File: config.mk
export PLATFORM = sky130hd
export DESIGN_NAME = rename_unit
export DESIGN_NICKNAME = d
export VERILOG_FILES = /design/src/hdl/rename_pkg.sv /design/src/hdl/gpr_map_table.sv /design/src/hdl/flag_map_table.sv /design/src/hdl/rename_stage.sv /design/src/hdl/rename_unit.sv
export SDC_FILE = /design/constraint.sdc
export NUM_CORES = 1
export LEC_CHECK = 0
export BUFFER_PORTS_ARGS = -buffer_cell sky130_fd_sc_hd__clkbuf_2
export CELL_PAD_IN_SITES_DETAIL_PLACEMENT = 0
export CELL_PAD_IN_SITES_GLOBAL_PLACEMENT = 1
export CORE_MARGIN = 2
export CORE_UTILIZATION = 48
export DETAILED_ROUTE_END_ITERATION = 16
export PLACE_DENSITY = 0.82
export SLEW_MARGIN = 20
export SYNTH_ARGS = -nofsm -noshare
export SYNTH_HDL_FRONTEND = slang
export SYNTH_SLANG_ARGS = --single-unit
File: constraint.sdc
create_clock -name iCLOCK -period 9.9 [get_ports iCLOCK]
set_clock_uncertainty 0.1 [all_clocks]
set_input_delay 0 -clock iCLOCK [delete_from_list [all_inputs] [get_ports iCLOCK]]
set_output_delay 0 -clock iCLOCK [all_outputs]
set_load 0.01 [all_outputs]
File: src/hdl/rename_pkg.sv
// Shared definitions for the two-wide rename stage
//  - register counts and slot count
//  - logical, physical and flag register name types
//  - incoming request and renamed instruction structs
//  - free-list head structs

package rename_pkg;

	localparam int LOGIC_REGS = 32;
	localparam int PHYS_REGS  = 64;
	localparam int FLAG_REGS  = 16;
	localparam int SLOTS      = 2;

	typedef logic [$clog2(LOGIC_REGS)-1:0] logic_reg_t;
	typedef logic [$clog2(PHYS_REGS)-1:0]  phys_reg_t;
	typedef logic [$clog2(FLAG_REGS)-1:0]  flag_reg_t;
	typedef logic [31:0]                   operand_t;
	typedef logic [4:0]                    cmd_t;

	// Instruction as it arrives from decode
	typedef struct packed {
		logic       valid;
		logic       writeback;
		logic       flags_writeback;
		logic       source0_flags;
		logic_reg_t source0;
		operand_t   source1;
		logic       source1_imm;
		logic_reg_t destination;
		cmd_t       cmd;
	} rename_req_t;

	// Renamed instruction, valid travels separately
	typedef struct packed {
		logic       writeback;
		logic       flags_writeback;
		logic       source0_flags;
		logic       source1_imm;
		cmd_t       cmd;
		logic_reg_t logic_destination;
		phys_reg_t  destination_regname;
		flag_reg_t  flags_regname;
		phys_reg_t  source0;
		operand_t   source1;
	} renamed_op_t;

	// Free-list heads
	typedef struct packed {
		logic      empty;
		phys_reg_t num;
	} gpr_free_t;

	typedef struct packed {
		logic      empty;
		flag_reg_t num;
	} flag_free_t;

endpackage

File: src/hdl/gpr_map_table.sv
// General register map table
//  - 32 logical to physical entries, identity after reset
//  - four source lookups, slot 1 sees slot 0's new name
//  - two write ports, slot 1 wins on the same destination
//  - free-list read strobes

`timescale 1ns/10ps

module gpr_map_table import rename_pkg::*; (
	input  logic        iCLOCK,
	input  logic        inRESET,
	input  logic        accept,
	input  rename_req_t prev_0,
	input  rename_req_t prev_1,
	input  gpr_free_t   gpr_free_0,
	input  gpr_free_t   gpr_free_1,
	output logic        gpr_rd_0,
	output logic        gpr_rd_1,
	output phys_reg_t   gpr_src0_0,
	output phys_reg_t   gpr_src1_0,
	output phys_reg_t   gpr_src0_1,
	output phys_reg_t   gpr_src1_1
);

	phys_reg_t  map_q [LOGIC_REGS];
	logic_reg_t src1_idx_0;
	logic_reg_t src1_idx_1;
	logic       hit0_1;
	logic       hit1_1;

	// A slot consumes a head only when it really writes a register
	assign gpr_rd_0 = accept && prev_0.valid && prev_0.writeback;
	assign gpr_rd_1 = accept && prev_1.valid && prev_1.writeback;

	// Register field sits in the low bits of source1
	assign src1_idx_0 = prev_0.source1[$bits(logic_reg_t)-1:0];
	assign src1_idx_1 = prev_1.source1[$bits(logic_reg_t)-1:0];

	// Slot 1 reading what slot 0 writes in the same pair
	assign hit0_1 = gpr_rd_0 && (prev_1.source0 == prev_0.destination);
	assign hit1_1 = gpr_rd_0 && (src1_idx_1 == prev_0.destination);

	// Lookups see the map before this pair's writes
	always_comb begin
		gpr_src0_0 = map_q[prev_0.source0];
		gpr_src1_0 = map_q[src1_idx_0];
		if (hit0_1) begin
			gpr_src0_1 = gpr_free_0.num;
		end
		else begin
			gpr_src0_1 = map_q[prev_1.source0];
		end
		if (hit1_1) begin
			gpr_src1_1 = gpr_free_0.num;
		end
		else begin
			gpr_src1_1 = map_q[src1_idx_1];
		end
	end

	always_ff @(posedge iCLOCK or negedge inRESET) begin
		if (!inRESET) begin
			for (int i = 0; i < LOGIC_REGS; i++) begin
				map_q[i] <= phys_reg_t'(i);
			end
		end
		else begin
			if (gpr_rd_0) begin
				map_q[prev_0.destination] <= gpr_free_0.num;
			end
			// Later slot overrides on a shared destination
			if (gpr_rd_1) begin
				map_q[prev_1.destination] <= gpr_free_1.num;
			end
		end
	end

	// Lock in the stage must keep strobes off empty heads
	a_gpr_rd_not_empty: assert property (
		@(posedge iCLOCK) disable iff (!inRESET)
		!(gpr_rd_0 && gpr_free_0.empty) && !(gpr_rd_1 && gpr_free_1.empty)
	) else $error("general free-list head read while empty");

endmodule

File: src/hdl/flag_map_table.sv
// Flag register map
//  - current physical flag name, 0 after reset
//  - flag source lookups with slot 0 to slot 1 forwarding
//  - update from the later writing slot
//  - flag free-list read strobes

`timescale 1ns/10ps

module flag_map_table import rename_pkg::*; (
	input  logic        iCLOCK,
	input  logic        inRESET,
	input  logic        accept,
	input  rename_req_t prev_0,
	input  rename_req_t prev_1,
	input  flag_free_t  flag_free_0,
	input  flag_free_t  flag_free_1,
	output logic        flag_rd_0,
	output logic        flag_rd_1,
	output flag_reg_t   flag_src_0,
	output flag_reg_t   flag_src_1
);

	flag_reg_t flag_q;

	assign flag_rd_0 = accept && prev_0.valid && prev_0.flags_writeback;
	assign flag_rd_1 = accept && prev_1.valid && prev_1.flags_writeback;

	// Slot 0 sees the stored name, slot 1 sees slot 0's new one
	assign flag_src_0 = flag_q;
	assign flag_src_1 = flag_rd_0 ? flag_free_0.num : flag_q;

	always_ff @(posedge iCLOCK or negedge inRESET) begin
		if (!inRESET) begin
			flag_q <= '0;
		end
		else if (flag_rd_1) begin
			flag_q <= flag_free_1.num;
		end
		else if (flag_rd_0) begin
			flag_q <= flag_free_0.num;
		end
	end

	a_flag_rd_not_empty: assert property (
		@(posedge iCLOCK) disable iff (!inRESET)
		!(flag_rd_0 && flag_free_0.empty) && !(flag_rd_1 && flag_free_1.empty)
	) else $error("flag free-list head read while empty");

endmodule

File: src/hdl/rename_stage.sv
// Rename pipeline stage
//  - lock from free-list heads and downstream, accept for the tables
//  - per-slot operand selection from the map lookups
//  - output registers for both slots, cleared valids on flush

`timescale 1ns/10ps

module rename_stage import rename_pkg::*; (
	input  logic        iCLOCK,
	input  logic        inRESET,
	input  logic        flush,
	input  logic        next_lock,
	input  rename_req_t prev_0,
	input  rename_req_t prev_1,
	input  gpr_free_t   gpr_free_0,
	input  gpr_free_t   gpr_free_1,
	input  flag_free_t  flag_free_0,
	input  flag_free_t  flag_free_1,
	input  phys_reg_t   gpr_src0_0,
	input  phys_reg_t   gpr_src1_0,
	input  phys_reg_t   gpr_src0_1,
	input  phys_reg_t   gpr_src1_1,
	input  flag_reg_t   flag_src_0,
	input  flag_reg_t   flag_src_1,
	output logic        accept,
	output logic        previous_lock,
	output renamed_op_t next_0,
	output renamed_op_t next_1,
	output logic        next_0_valid,
	output logic        next_1_valid
);

	logic        lock;
	rename_req_t req      [SLOTS];
	gpr_free_t   gpr_head [SLOTS];
	flag_free_t  flag_head[SLOTS];
	phys_reg_t   gpr_src0 [SLOTS];
	phys_reg_t   gpr_src1 [SLOTS];
	flag_reg_t   flag_src [SLOTS];
	renamed_op_t op_d     [SLOTS];
	renamed_op_t op_q     [SLOTS];
	logic [SLOTS-1:0] valid_q;

	// Any empty head stalls, even for a slot that would not use it
	assign lock = gpr_free_0.empty || gpr_free_1.empty ||
		flag_free_0.empty || flag_free_1.empty || next_lock;
	assign accept        = !lock && !flush;
	assign previous_lock = lock;

	// Slot arrays so both slots share one piece of selection logic
	assign req[0]       = prev_0;
	assign req[1]       = prev_1;
	assign gpr_head[0]  = gpr_free_0;
	assign gpr_head[1]  = gpr_free_1;
	assign flag_head[0] = flag_free_0;
	assign flag_head[1] = flag_free_1;
	assign gpr_src0[0]  = gpr_src0_0;
	assign gpr_src0[1]  = gpr_src0_1;
	assign gpr_src1[0]  = gpr_src1_0;
	assign gpr_src1[1]  = gpr_src1_1;
	assign flag_src[0]  = flag_src_0;
	assign flag_src[1]  = flag_src_1;

	always_comb begin
		for (int i = 0; i < SLOTS; i++) begin
			op_d[i].writeback           = req[i].writeback;
			op_d[i].flags_writeback     = req[i].flags_writeback;
			op_d[i].source0_flags       = req[i].source0_flags;
			op_d[i].source1_imm         = req[i].source1_imm;
			op_d[i].cmd                 = req[i].cmd;
			op_d[i].logic_destination   = req[i].destination;
			op_d[i].destination_regname = gpr_head[i].num;
			op_d[i].flags_regname       = flag_head[i].num;
			// Flag name is zero-extended into the general name width
			if (req[i].source0_flags) begin
				op_d[i].source0 = phys_reg_t'(flag_src[i]);
			end
			else begin
				op_d[i].source0 = gpr_src0[i];
			end
			if (req[i].source1_imm) begin
				op_d[i].source1 = req[i].source1;
			end
			else begin
				op_d[i].source1 = operand_t'(gpr_src1[i]);
			end
		end
	end

	always_ff @(posedge iCLOCK or negedge inRESET) begin
		if (!inRESET) begin
			valid_q <= '0;
		end
		else if (flush) begin
			valid_q <= '0;
		end
		else if (accept) begin
			valid_q <= {req[1].valid, req[0].valid};
		end
	end

	// Payload only, qualified by valid_q
	always_ff @(posedge iCLOCK) begin
		if (accept) begin
			op_q <= op_d;
		end
	end

	assign next_0       = op_q[0];
	assign next_1       = op_q[1];
	assign next_0_valid = valid_q[0] && !lock;
	assign next_1_valid = valid_q[1] && !lock;

	a_no_valid_under_lock: assert property (
		@(posedge iCLOCK) disable iff (!inRESET)
		lock |-> !(next_0_valid || next_1_valid)
	) else $error("renamed instruction presented while locked");

endmodule

File: src/hdl/rename_unit.sv
// Two-wide register rename unit, top level
//  - general map table and flag map table side by side
//  - rename stage combining their lookups

`timescale 1ns/10ps

module rename_unit import rename_pkg::*; (
	input  logic        iCLOCK,
	input  logic        inRESET,
	input  rename_req_t prev_0,
	input  rename_req_t prev_1,
	input  gpr_free_t   gpr_free_0,
	input  gpr_free_t   gpr_free_1,
	input  flag_free_t  flag_free_0,
	input  flag_free_t  flag_free_1,
	input  logic        next_lock,
	input  logic        flush,
	output renamed_op_t next_0,
	output renamed_op_t next_1,
	output logic        next_0_valid,
	output logic        next_1_valid,
	output logic        previous_lock,
	output logic        gpr_rd_0,
	output logic        gpr_rd_1,
	output logic        flag_rd_0,
	output logic        flag_rd_1
);

	logic      accept;
	phys_reg_t gpr_src0_0;
	phys_reg_t gpr_src1_0;
	phys_reg_t gpr_src0_1;
	phys_reg_t gpr_src1_1;
	flag_reg_t flag_src_0;
	flag_reg_t flag_src_1;

	gpr_map_table u_gpr_map (
		.iCLOCK, .inRESET, .accept,
		.prev_0, .prev_1,
		.gpr_free_0, .gpr_free_1,
		.gpr_rd_0, .gpr_rd_1,
		.gpr_src0_0, .gpr_src1_0, .gpr_src0_1, .gpr_src1_1
	);

	flag_map_table u_flag_map (
		.iCLOCK, .inRESET, .accept,
		.prev_0, .prev_1,
		.flag_free_0, .flag_free_1,
		.flag_rd_0, .flag_rd_1,
		.flag_src_0, .flag_src_1
	);

	rename_stage u_stage (
		.iCLOCK, .inRESET, .flush, .next_lock,
		.prev_0, .prev_1,
		.gpr_free_0, .gpr_free_1, .flag_free_0, .flag_free_1,
		.gpr_src0_0, .gpr_src1_0, .gpr_src0_1, .gpr_src1_1,
		.flag_src_0, .flag_src_1,
		.accept, .previous_lock,
		.next_0, .next_1, .next_0_valid, .next_1_valid
	);

endmodule

* Word-level counts from Yosys, hierarchy flattened
Index checks and enable logic that the tools add are counted.
** Word-level totals
- Bits in registers :: 322
- Logic and storage cells :: 124
- Bits of input ports :: 132
- Output and inout port bits :: 131
** Cells by class
- Bitwise gates (word level) :: 6
- Order comparisons :: 8
- Reduce and logical (&&, ||, !) cells :: 20
- Multiplexer cells :: 30
- Eq/ne operators :: 2
** Operators with widths (number)
- bitwise mux 192 bit :: 2
- two-way mux 192 bit :: 2
- binary-select mux 6 bit (select 5 bit) :: 4
- two-way mux 6 bit :: 14
- demux 6 bit (select 5 bit) :: 2
- greater-or-equal comparator 6 bit, second input constant :: 6
- inverter 5 -> 6 bit :: 6
- two-way mux 4 bit :: 4
- logical AND 1 bit :: 13
- < comparator 6 x 1 -> 1 bit, second input constant :: 2
- == test 5 bit :: 2
- logical OR 1 bit :: 4
- two-way mux 2 bit :: 2
- zero test 1 bit :: 2
- nonzero test 2 bit :: 1

* Longest topological paths before layout
Gate-level depths: netlist (run 1).
- Depth after elaboration :: 11
- Depth in mapped cells :: 10
- Gate-level depth less buffers :: 7

* Modules after synthesis
A second synthesis (run 1) with hierarchy kept.
** Second synthesis, totals
- Cell total of the unflattened synthesis :: 1629
- Area, all modules :: 20626.0 um2
** Modules (own cells, without submodules)
- gpr_map_table :: times used 1, area each 15946.5 um2, sequential area each 4904.7 um2, cells each 1390
- rename_stage :: times used 1, area each 4466.8 um2, sequential area each 3773.6 um2, cells each 223
- flag_map_table :: times used 1, area each 212.7 um2, sequential area each 100.1 um2, cells each 16

* Worst setup path before layout (run 1)
OpenSTA, ideal clock, no wires.
- Kind :: input port to flip-flop
- Start :: input port gpr_free_0[6] (netlist name)
- End :: register u_flag_map.flag_q[0] (netlist: u_flag_map.flag_src_0[0])
- Buffers on the path :: 0
- Setup slack :: 2100 ps
- Data required time :: 9652 ps
- Library setup time :: 148 ps
- Arrival :: 7552 ps
- Stages :: 7
- Path through :: or4_4 nor2_1 inv_1 nor2_1 nand3_1 nor2_1 a21oi_1
** On the way
- Cells in the longest elaborated chain, start to end :: 10
- Elaborated cells between the ends (all ways) :: 12
- Classes of those cells :: mux (2); reduce/logical (10)
** RTL lines
- start: declaration :: RTL line rename_unit.sv:12 : input gpr_free_t gpr_free_0,
- logical OR 1 bit * (2 in a row) :: RTL line rename_stage.sv:45 : assign lock = gpr_free_0.empty || gpr_free_1.empty ||
- logical OR 1 bit * (2 in a row) :: RTL line rename_stage.sv:46 : flag_free_0.empty || flag_free_1.empty || next_lock;
- named net previous_lock :: RTL line rename_unit.sv:22 : output logic previous_lock,
- zero test 1 bit * :: RTL line rename_stage.sv:47 : assign accept = !lock && !flush;
- logical AND 1 bit * :: RTL line rename_stage.sv:47
- logical AND 1 bit (2 in a row) :: RTL line flag_map_table.sv:25 : assign flag_rd_0 = accept && prev_0.valid && prev_0.flags_writeback;
- two-way mux 4 bit
- two-way mux 4 bit * :: RTL line flag_map_table.sv:36 : else if (flag_rd_1) begin
- end signal: assignment :: RTL line flag_map_table.sv:37 : flag_q <= flag_free_1.num;
- end signal: assignment :: RTL line flag_map_table.sv:40 : flag_q <= flag_free_0.num;
- end: declaration :: RTL line flag_map_table.sv:23 : flag_reg_t flag_q;
The timed path passes the listed nets; every way through them passes the cells marked *.
A chain may end at the register's enable or synchronous reset.

* Worst setup path in the final report (run 1)
- Start :: input port flush
- End :: register u_gpr_map.map_q[13] (netlist name)
** On the way
- Cells in the longest elaborated chain, start to end :: 7
- Elaborated cells between the ends (all ways) :: 9
- Classes of those cells :: mux (3); reduce/logical (6)
** RTL lines
- start: declaration :: RTL line rename_unit.sv:17 : input logic flush,
- zero test 1 bit * :: RTL line rename_stage.sv:47
- logical AND 1 bit * :: RTL line rename_stage.sv:47
- logical AND 1 bit (2 in a row) :: RTL line gpr_map_table.sv:32 : assign gpr_rd_0 = accept && prev_0.valid && prev_0.writeback;
- two-way mux 192 bit :: RTL line gpr_map_table.sv:68 : if (gpr_rd_0) begin
- bitwise mux 192 bit :: RTL line gpr_map_table.sv:73 : map_q[prev_1.destination] <= gpr_free_1.num;
- two-way mux 192 bit * :: RTL line gpr_map_table.sv:72 : if (gpr_rd_1) begin
- end signal: indexed assignment :: RTL line gpr_map_table.sv:64 : map_q[i] <= phys_reg_t'(i);
- end signal: indexed assignment :: RTL line gpr_map_table.sv:69 : map_q[prev_0.destination] <= gpr_free_0.num;
- end signal: indexed assignment :: RTL line gpr_map_table.sv:73
- end: declaration :: RTL line gpr_map_table.sv:25 : phys_reg_t map_q [LOGIC_REGS];
Every way passes the cells marked *; elsewhere a longest branch is shown, timed or not.

==> results of run 1 <==
-- power groups by stage --
stage	Combinational, mW	Clock (mW)	Sequential (mW)
2_1_floorplan	0.187	0	1.45
3_3_place_gp	0.331	0	1.45
3_5_place_dp	0.334	0	1.45
4_1_cts	0.368	1.40	1.43
5_1_grt	0.396	1.46	1.43
6_report	0.381	1.39	1.43
-- cells in the mapped netlist (32+ instances only) --
master    instances  area [um^2]
edfxtp_1        124         3724
mux4_2          197         4437
mux2i_1         232         2322
and2_1           57        356.6
nor2_1          214        803.3
nand2_1          62        232.7
a21oi_1         209         1046
dfrtp_1         118         2953
o22ai_1          32        200.2
clkbuf_1        130        488.0
dfstp_2          80         2102
-- state kept, by name, summed over array words and instances, names as in the netlist --
signal,flops
u_flag_map.flag_src_0,4
u_stage.next_0,62
u_gpr_map.map_q,192
u_stage.valid_q,2
u_stage.next_1,62
-- metrics by stage --
stage	hold WS (ps)	utilization	power [mW]	instance area (um^2)	setup slack, ps
floorplan	-395.6	-	1.638	20470	2100
global placement	-85.84	0.5232	1.784	22000	6859
detailed placement	-79.96	0.5232	1.788	22000	6793
CTS	2.636	0.5766	3.195	24240	7277
global route	16.74	0.5775	3.283	24280	7026
finish	16.39	0.5776	3.200	24280	7071
-- cell type report --
class	instances	area share
multi-input cells	1211	0.4533
clock buffers	56	0.04524
diodes	4	0.0004122
repair buffers	391	0.1065
flip-flops and latches	322	0.3615
well taps	539	0.02777
clock inverters	10	0.004638
inverters	4	0.0006184
-- worst max-delay path: stages --
cell           delay (ps)
dlygate4sd3_1         560
clkbuf_2              170
nand3b_1              230
nor3_1                190
buf_4                 330
and3b_1               840
nand2_1               540
nor2_1                210
a21oi_1                70
-- worst max path at each step --
stage,start,endpoint,slack (ps),cells past startpoint
6_report,flush,u_gpr_map.map_q[13]$_DFF_PN0_,7070,9
5_1_grt,flush,u_gpr_map.map_q[17]$_DFF_PN0_,7030,9
4_1_cts,flush,u_gpr_map.map_q[13]$_DFF_PN0_,7280,9
3_5_place_dp,gpr_free_0[6],u_stage.next_0[20]$_SDFFCE_PN0N_,6790,7
3_3_place_gp,gpr_free_0[6],u_stage.next_0[20]$_SDFFCE_PN0N_,6860,7
2_1_floorplan,gpr_free_0[6],u_flag_map.flag_src_0[0]$_DFF_PN0_,2100,7
-- kinds of logic (layout without fill, tap and decap cells) --
logic type | after synthesis | after routing | share of synthesized area
xor+xnor | 10 | 10 | 0.004278
compound gates | 296 | 296 | 0.07951
buf+inv | 173 | 461 | 0.03435
other cells | 0 | 4 | 0
mux | 433 | 433 | 0.3324
simple gates | 472 | 472 | 0.1207
flops | 322 | 322 | 0.4288
-- layer usage --
| metal | track usage | vias to the layer above | wire, um |
|---|---|---|---|
| met5 | 0 | - | 17 |
| met4 | 0.1753 | 2 | 4576 |
| met3 | 0.1074 | 263 | 9881 |
| met2 | 0.5261 | 1283 | 33900 |
| met1 | 0.4542 | 8386 | 28580 |
| li1 | - | 7000 | - |
-- timing repair --
| action | in CTS | in global routing |
|---|---|---|
| hold buffers | 102 | 0 |
| gates resized for setup | 0 | 0 |
| endpoints found under the hold margin | 224 | 0 |
-- cells in the final DEF, fill, tap and decap left out, types with 5 or more instances in the layout --
cell type,synthesis,final
clkbuf_2,0,256
mux2i_1,232,232
nor2_1,214,213
a21oi_1,209,209
mux4_2,197,197
edfxtp_1,124,124
dfrtp_1,118,118
dlygate4sd3_1,0,101
dfstp_2,80,80
nand2_1,62,62
and2_1,57,57
clkbuf_16,0,38
o22ai_1,32,32
buf_4,1,28
o21ai_0,22,22
nand3_1,17,17
a22oi_1,15,15
nor2b_1,14,14
nand3b_1,12,12
nand4_1,11,11
nor3_1,11,11
nor2_4,9,10
clkbuf_1,130,10
or4_1,9,9
clkbuf_8,0,9
xnor2_1,8,8
or3_1,8,8
nor2_2,8,8
a211oi_1,7,7
nor2_8,7,7
and3_1,5,5
nand2b_1,5,5
==> impl_summary.md, run 1 <==
Timing
Setup violations remaining at the end of the flow were counted as 0. The number of pins with negative max-slew slack in the final report is 0. The shortest period the worst path allows is 2829 ps. Based on the critical path, the design can be clocked at up to 353.5 MHz.

The pin slew with the least headroom to its limit is 1233 ps. The sum of negative setup slack is 0 ps. Setup repair after global routing left no endpoint under its margin.

The worst pin sits at a relative slew slack of 0.1780. The share of the cycle needed by the critical path after routing is 0.2858. The final number of hold-violating endpoints was 0.

Detailed routing
The first-pass iteration count of the detailed router is 6. After detailed routing, the number of vias per cell comes to 6.675. The total number of vias is 16,930.

The remaining number of nets flagged by the antenna check after routing is 0. After detailed routing, the total wire length is 76,960 um. The mean routed wirelength per cell is 30.33 um. The number of design-rule violations left by the first detailed-router iteration is 2,567. After detailed routing, the number of remaining DRC violations is 0.

Synthesis
Counting distinct cell types in the post-synthesis netlist gives 54. The number of enable-type register cells in the synthesized netlist is 124. When the netlist entered floorplanning its net count stood at 1,838. For this run, the number of Yosys warnings is 0.

The gate count of the mapped netlist is 1,706. The dominant register cell in the synthesized netlist is edfxtp_1. The sequential cell area fraction in the yosys report is 0.4288. The synthesized design contains 322 register bits. The mean cell area of the mapped netlist is 12.00 um^2. The async set-reset flop share out of synthesis is 0.6149. The cell area that synthesis handed to floorplanning was 20,470 um^2.

GRT
The total track usage is 0.3474. The initial antenna violation count is 5. The via count of the first global-routing pass is 16,380.

The first-pass GRT wire length is 111,500 um. The largest net degree at the start of global routing is 89. After global routing the overflow that remains totals 0.

Setup path
The startpoint-to-endpoint class of the critical path is input pin to register. For the worst setup path, the data arrival time is 3160 ps. The path depth of the worst reg2reg path is 6.

The highest net fanout along the worst path is 12. The worst setup path is launched from an input pin. Data on the critical path is required at its endpoint by 10,230 ps.

STA classifies the critical path endpoint as a register. The startpoint of the most critical register-to-register path is u_gpr_map.map_q[115]$_DFF_PN0_. The minimum setup slack among reg-to-reg paths is 7510 ps. In this run the critical register-to-register path is captured at u_stage.next_1[33]$_DFFE_PN_.

Layout
Of the cells placed in the final design, the portion with a size suffix greater than 1 is 0.3320. The post-route non-filler standard cell count is 2,537. The post-layout net count is 2,098. The area added between synthesis and finish is 18.60%. Summing all multi-input logic gate instances after layout gives 11,010 um^2.

After filler insertion, the fill cell instance count of the layout stands at 3,425. Registers take 8778 um^2.

Power
The share of total power dissipated in the clock network is 0.434. The internal power component is 2.374 mW. The analysis attributes to cell leakage a power of 9.657 nW. Of the total power, the share spent switching nets is 0.2581. The worst voltage drop across the vdd grid is 0.1127 mV.

The total power density per cell area is 131.8 nW/um^2. The net switching power of the design is 826.0 uW. The share of total power dissipated in sequential elements is 0.447. The share of total power dissipated in combinational logic is 0.119.

Floorplan
The region available for standard cell placement spans 42,040 um^2. Pin placement for this block handled 263 I/O pins. The x dimension of the die is 210.5 um. The initial standard-cell utilization of the core is 0.4870. The die covers 44,320 um^2. The number of cell rows is 75.

The vertical extent of the die is 210.5 um.

Job
Max-cap violations in this run came to 0.

Clock network
For this design, the sink count on the clock tree is 322. The clock tree from TritonCTS is yes. The number of CTS-inserted buffers is 36. The post-CTS setup repair buffer count is 0. The later pin in the worst-skew pair is clocked with a latency of 570 ps. The tree is rooted in a clkbuf_16. The clock input transition at the sequential cells of the worst setup and hold paths is 60 ps. The maximum number of buffers from clock root to sink is 3.

In this run the number of H-tree levels came out at 2.

Hold path
For hold timing, the worst endpoint is u_stage.valid_q[1]$_DFFE_PN0P_. The kind of path behind the tightest hold check is input pin to register. The worst hold path begins at gpr_free_1[6].

The hold path depth is 5.

Place
Once detailed placement completed, the half-perimeter wirelength came to 49,860 um. The count of placed standard cells including taps is 2,364. The routability congestion estimate is 0.9939. The quantity of I/O buffers inserted on ports is 262.

Status
The flow ran to the end, and the final reports show no timing, DRC or antenna violations.
No activity file was read; power rests on OpenSTA's default activity.
==> run 2: changes to the inputs <==
--- a/config.mk
+++ b/config.mk
@@ -5,13 +5,14 @@
 export SDC_FILE = /design/constraint.sdc
 export NUM_CORES = 1
 export LEC_CHECK = 0
+export ABC_AREA = 1
 export BUFFER_PORTS_ARGS = -buffer_cell sky130_fd_sc_hd__clkbuf_2
 export CELL_PAD_IN_SITES_DETAIL_PLACEMENT = 0
 export CELL_PAD_IN_SITES_GLOBAL_PLACEMENT = 1
 export CORE_MARGIN = 2
-export CORE_UTILIZATION = 48
+export CORE_UTILIZATION = 42
 export DETAILED_ROUTE_END_ITERATION = 16
-export PLACE_DENSITY = 0.82
+export PLACE_DENSITY = 0.81
 export SLEW_MARGIN = 20
 export SYNTH_ARGS = -nofsm -noshare
 export SYNTH_HDL_FRONTEND = slang
==> constraint.sdc (replaced) <==
create_clock -name iCLOCK -period 2.8 [get_ports iCLOCK]
set_clock_uncertainty 0.1 [all_clocks]
set_input_delay 0 -clock iCLOCK [delete_from_list [all_inputs] [get_ports iCLOCK]]
set_output_delay 0 -clock iCLOCK [all_outputs]
set_load 0.01 [all_outputs]
==> impl_summary.md, run 2 <==
Status
Status: completed (unchanged).

Layout
The register name with the most flops is u_gpr_map.map_q (unchanged). The fill cell instance count of the final layout is 5,745 (was 3,425). The post-layout net count is 4,234 (was 2,098). The post-route non-filler standard cell count is 4,894 (was 2,537). The flip-flop count of the largest register after layout was 192 (unchanged). The area added between synthesis and finish was 20.25% (was 18.60%).

The ratio of cells with drive above 1 in the final layout is 0.1368 (was 0.3320). The final standard cell area without fillers was 28,960 um^2 (was 24,280 um^2). The most common cell after layout, fill and taps aside is nand2_1 (was clkbuf_2).

Most frequent cells in the layout: nand2_1 (1,359), nand3_1 (652), o21ai_0 (377), inv_1 (358), clkbuf_2 (257) (was clkbuf_2 (256), mux2i_1 (232), nor2_1 (213), a21oi_1 (209), mux4_2 (197)).

Timing
The number of pins with negative max-slew slack in the final report came to 0 (unchanged). Unrepaired setup endpoints after global routing: no (unchanged). The worst path needs 2310 ps of the cycle, external delays included. Derived from the worst setup path, the maximum achievable clock frequency is 433.0 MHz.

The final number of hold-violating endpoints is 0 (unchanged). The pin slew with the least headroom to its limit came to 1014 ps (was 1233 ps). The share of the cycle needed by the critical path after routing is 0.8248. The headroom to the max-slew limit is 0.3230 (was 0.1780). The number of failing setup endpoints in the final timing report was 0 (unchanged).

Setup path
The data arrival time of the critical path was 2210 ps (was 3160 ps). The category of the worst setup path launch point is an input pin (unchanged). The startpoint-to-endpoint class of the critical path is input pin to primary output (was input pin to register).

The category of the worst setup path capture point was a primary output (was register). The highest net fanout along the worst path was 93 (was 12). The data required time of the worst path came to 2700 ps (was 10,230 ps).

Floorplan
The number of top-level pins is 263 (unchanged). The vertical extent of the die is 243.5 um (was 210.5 um). The number of cell rows was 87 (was 75). The total die area was 59,280 um^2 (was 44,320 um^2).

The initial standard-cell utilization of the core is 0.4263 (was 0.4870). The x dimension of the die was 243.5 um (was 210.5 um). The core outline area is 56,500 um^2 (was 42,040 um^2).

GRT
The met1 capacity usage during global routing is 0.5358 (was 0.4542). The met3 track demand over resource is 0.1110 (was 0.1074). The total track usage is 0.4015 (was 0.3474). The initial antenna violation count is 7 (was 5). The aggregate global routing overflow came to 0 (unchanged). The most used routing layer in global routing is met2 (unchanged). The met2 demand-to-capacity share in global routing is 0.5763 (was 0.5261). The first-pass GRT wire length is 177,000 um (was 111,500 um). The largest net degree at the start of global routing came to 113 (was 89).

The via count of the first global-routing pass is 25,690 (was 16,380).

Synthesis
The number of warnings printed during yosys synthesis is 0 (unchanged). The number of enable-type register cells in the synthesized netlist is 124 (unchanged). The library cell with the largest summed area after synthesis is nand2_1 (was mux4_2).

The combined area of all synthesized cells is 24,090 um^2 (was 20,470 um^2). The number of synthesized register bits is 322 (unchanged). The most frequent cell after synthesis is nand2_1 (was mux2i_1).

The async set-reset flop share out of synthesis is 0.6149 (unchanged). Cell types with the highest counts after synthesis: nand2_1 (1,360), nand3_1 (652), o21ai_0 (377) (was mux2i_1 (232), nor2_1 (214), a21oi_1 (209)). The distinct cell type count after synthesis is 32 (was 54). The total nets after synthesis was 3,963 (was 1,838).

The dominant register cell in the synthesized netlist is edfxtp_1 (unchanged). The gate count of the mapped netlist is 3,831 (was 1,706). The top-area cell type share of the netlist area is 0.2119 (was 0.2167). The mean cell area of the mapped netlist is 6.287 um^2 (was 12.00 um^2). Cell types with the largest area share after synthesis: nand2_1 (21%), edfxtp_1 (15%), nand3_1 (14%), dfrtp_1 (12%), dfstp_2 (8.7%) (was mux4_2 (22%), edfxtp_1 (18%), dfrtp_1 (14%), mux2i_1 (11%), dfstp_2 (10%)). The sequential cell area fraction in the yosys report is 0.3645 (was 0.4288).

Clock network
The quantity of hold-fixing buffers added after cts came to 111 (was 102). The maximum number of buffers from clock root to sink came to 3 (unchanged). The number of levels in the clock H-tree is 2 (unchanged). The clock net sink count came to 322 (unchanged). The clock input transition at the sequential cells of the worst setup and hold paths is 50 ps (was 60 ps). The buffer cell driving the clock tree root was clkbuf_16 (unchanged). The insertion delay of the later-clocked pin in the worst-skew pair is 600 ps (was 570 ps). The post-CTS setup repair buffer count is 0 (unchanged). The number of CTS-inserted buffers came to 42 (was 36). The number of gates resized after cts is 0 (unchanged). The clock tree from TritonCTS is yes (unchanged).

Detailed routing
The total wirelength of the detailed-routed design is 121,900 um (was 76,960 um). The final routed DRC violation total is 0 (unchanged). The total number of vias is 28,690 (was 16,930). The first-pass iteration count of the detailed router is 6 (unchanged). The mean routed wirelength per cell is 24.91 um (was 30.33 um).

The per-cell via count in the routed design is 5.863 (was 6.675). The number of design-rule violations left by the first detailed-router iteration is 4,329 (was 2,567). The remaining number of nets flagged by the antenna check after routing is 0 (unchanged).

Power
The total power density per cell area is 497.7 nW/um^2 (was 131.8 nW/um^2). The worst voltage drop across the vdd grid was 0.3661 mV (was 0.1127 mV). The leakage component of the power is 13.85 nW (was 9.657 nW). The overall power after layout is 14.42 mW (was 3.200 mW).

Job
The count of maximum capacitance violations is 0 (unchanged).

Place
The count of placed standard cells including taps is 4,703 (was 2,364). The total placed instance area is 26,490 um^2 (was 22,000 um^2). The routability congestion estimate came to 1.057 (was 0.9939).

The placed wire-length estimate after detailed placement is 82,790 um (was 49,860 um). The quantity of I/O buffers inserted on ports is 262 (unchanged).

Hold path
The kind of path behind the tightest hold check is input pin to register (unchanged).
==> run 2: critical path, cell delays in order <==
cell           delay (ps)
dlygate4sd3_1         550
clkbuf_2              130
nor2_4                 90
nand3_4               120
nor2_8                200
nand2_1               120
nor2_4                370
buf_12                360
clkbuf_2              210
==> run 2: path summary, 6_finish.rpt <==
check	slack, ps	end	depth (start not counted)	from
min in group asynchronous	60	u_gpr_map.map_q[98]$_DFF_PN1_	2	inRESET
min	20	u_stage.next_1[61]$_DFFE_PN_	5	next_lock
min reg2reg	450	u_stage.valid_q[1]$_DFFE_PN0P_	2	u_stage.valid_q[1]$_DFFE_PN0P_
max	490	gpr_rd_0	9	gpr_free_0[6]
max reg2reg	540	u_stage.next_1[33]$_DFFE_PN_	8	u_gpr_map.map_q[73]$_DFF_PN1_
max in group asynchronous	2020	u_gpr_map.map_q[152]$_DFF_PN1_	3	inRESET
==> run 2: power breakdown <==
| part | switching, mW | internal [mW] |
|---|---|---|
| clock network | 2.29 | 3.08 |
| logic | 2.40 | 1.06 |
| registers | 0.311 | 5.27 |
==> run 2: cell families (layout without fill, tap and decap cells) <==
group | count (synthesis) | count (layout) | synth area share
XOR/XNOR | 6 | 6 | 0.002182
AND/OR/NAND/NOR | 2176 | 2176 | 0.3815
other | 0 | 2 | 0
AO/OA/AOI/OAI | 690 | 690 | 0.1498
buffers and inverters | 637 | 942 | 0.1020
flip-flops | 322 | 322 | 0.3645
==> run 2: through the flow <==
step	hold slack, ps	util	setup WS [ps]	setup TNS (ps)
after floorplan	-395.6	-	-12.71	-27.89
after global placement	-109.4	0.4689	549.0	0
after detailed placement	-114.6	0.4689	498.0	0
after CTS	3.320	0.5126	532.1	0
after global routing	33.81	0.5126	339.4	0
final	23.13	0.5127	490.5	0
==> run 2: cell type report <==
class                      instances  area, um^2  share of cell area
clock inverter                    16       151.4            0.005227
inverter                         377        1415             0.04886
timing repair buffer             487        3596              0.1242
multi-input combinational       2872       12870              0.4445
tap                              756       945.9             0.03266
sequential                       322        8778              0.3031
antenna                            2       5.005           0.0001728
clock buffer                      62        1197             0.04134
==> run 2: per-layer routing <==
layer	vias to the layer above	wire length, um
li1	13040	-
met1	13050	46700
met2	2136	50040
met3	464	16680
met4	8	8440
met5	-	36
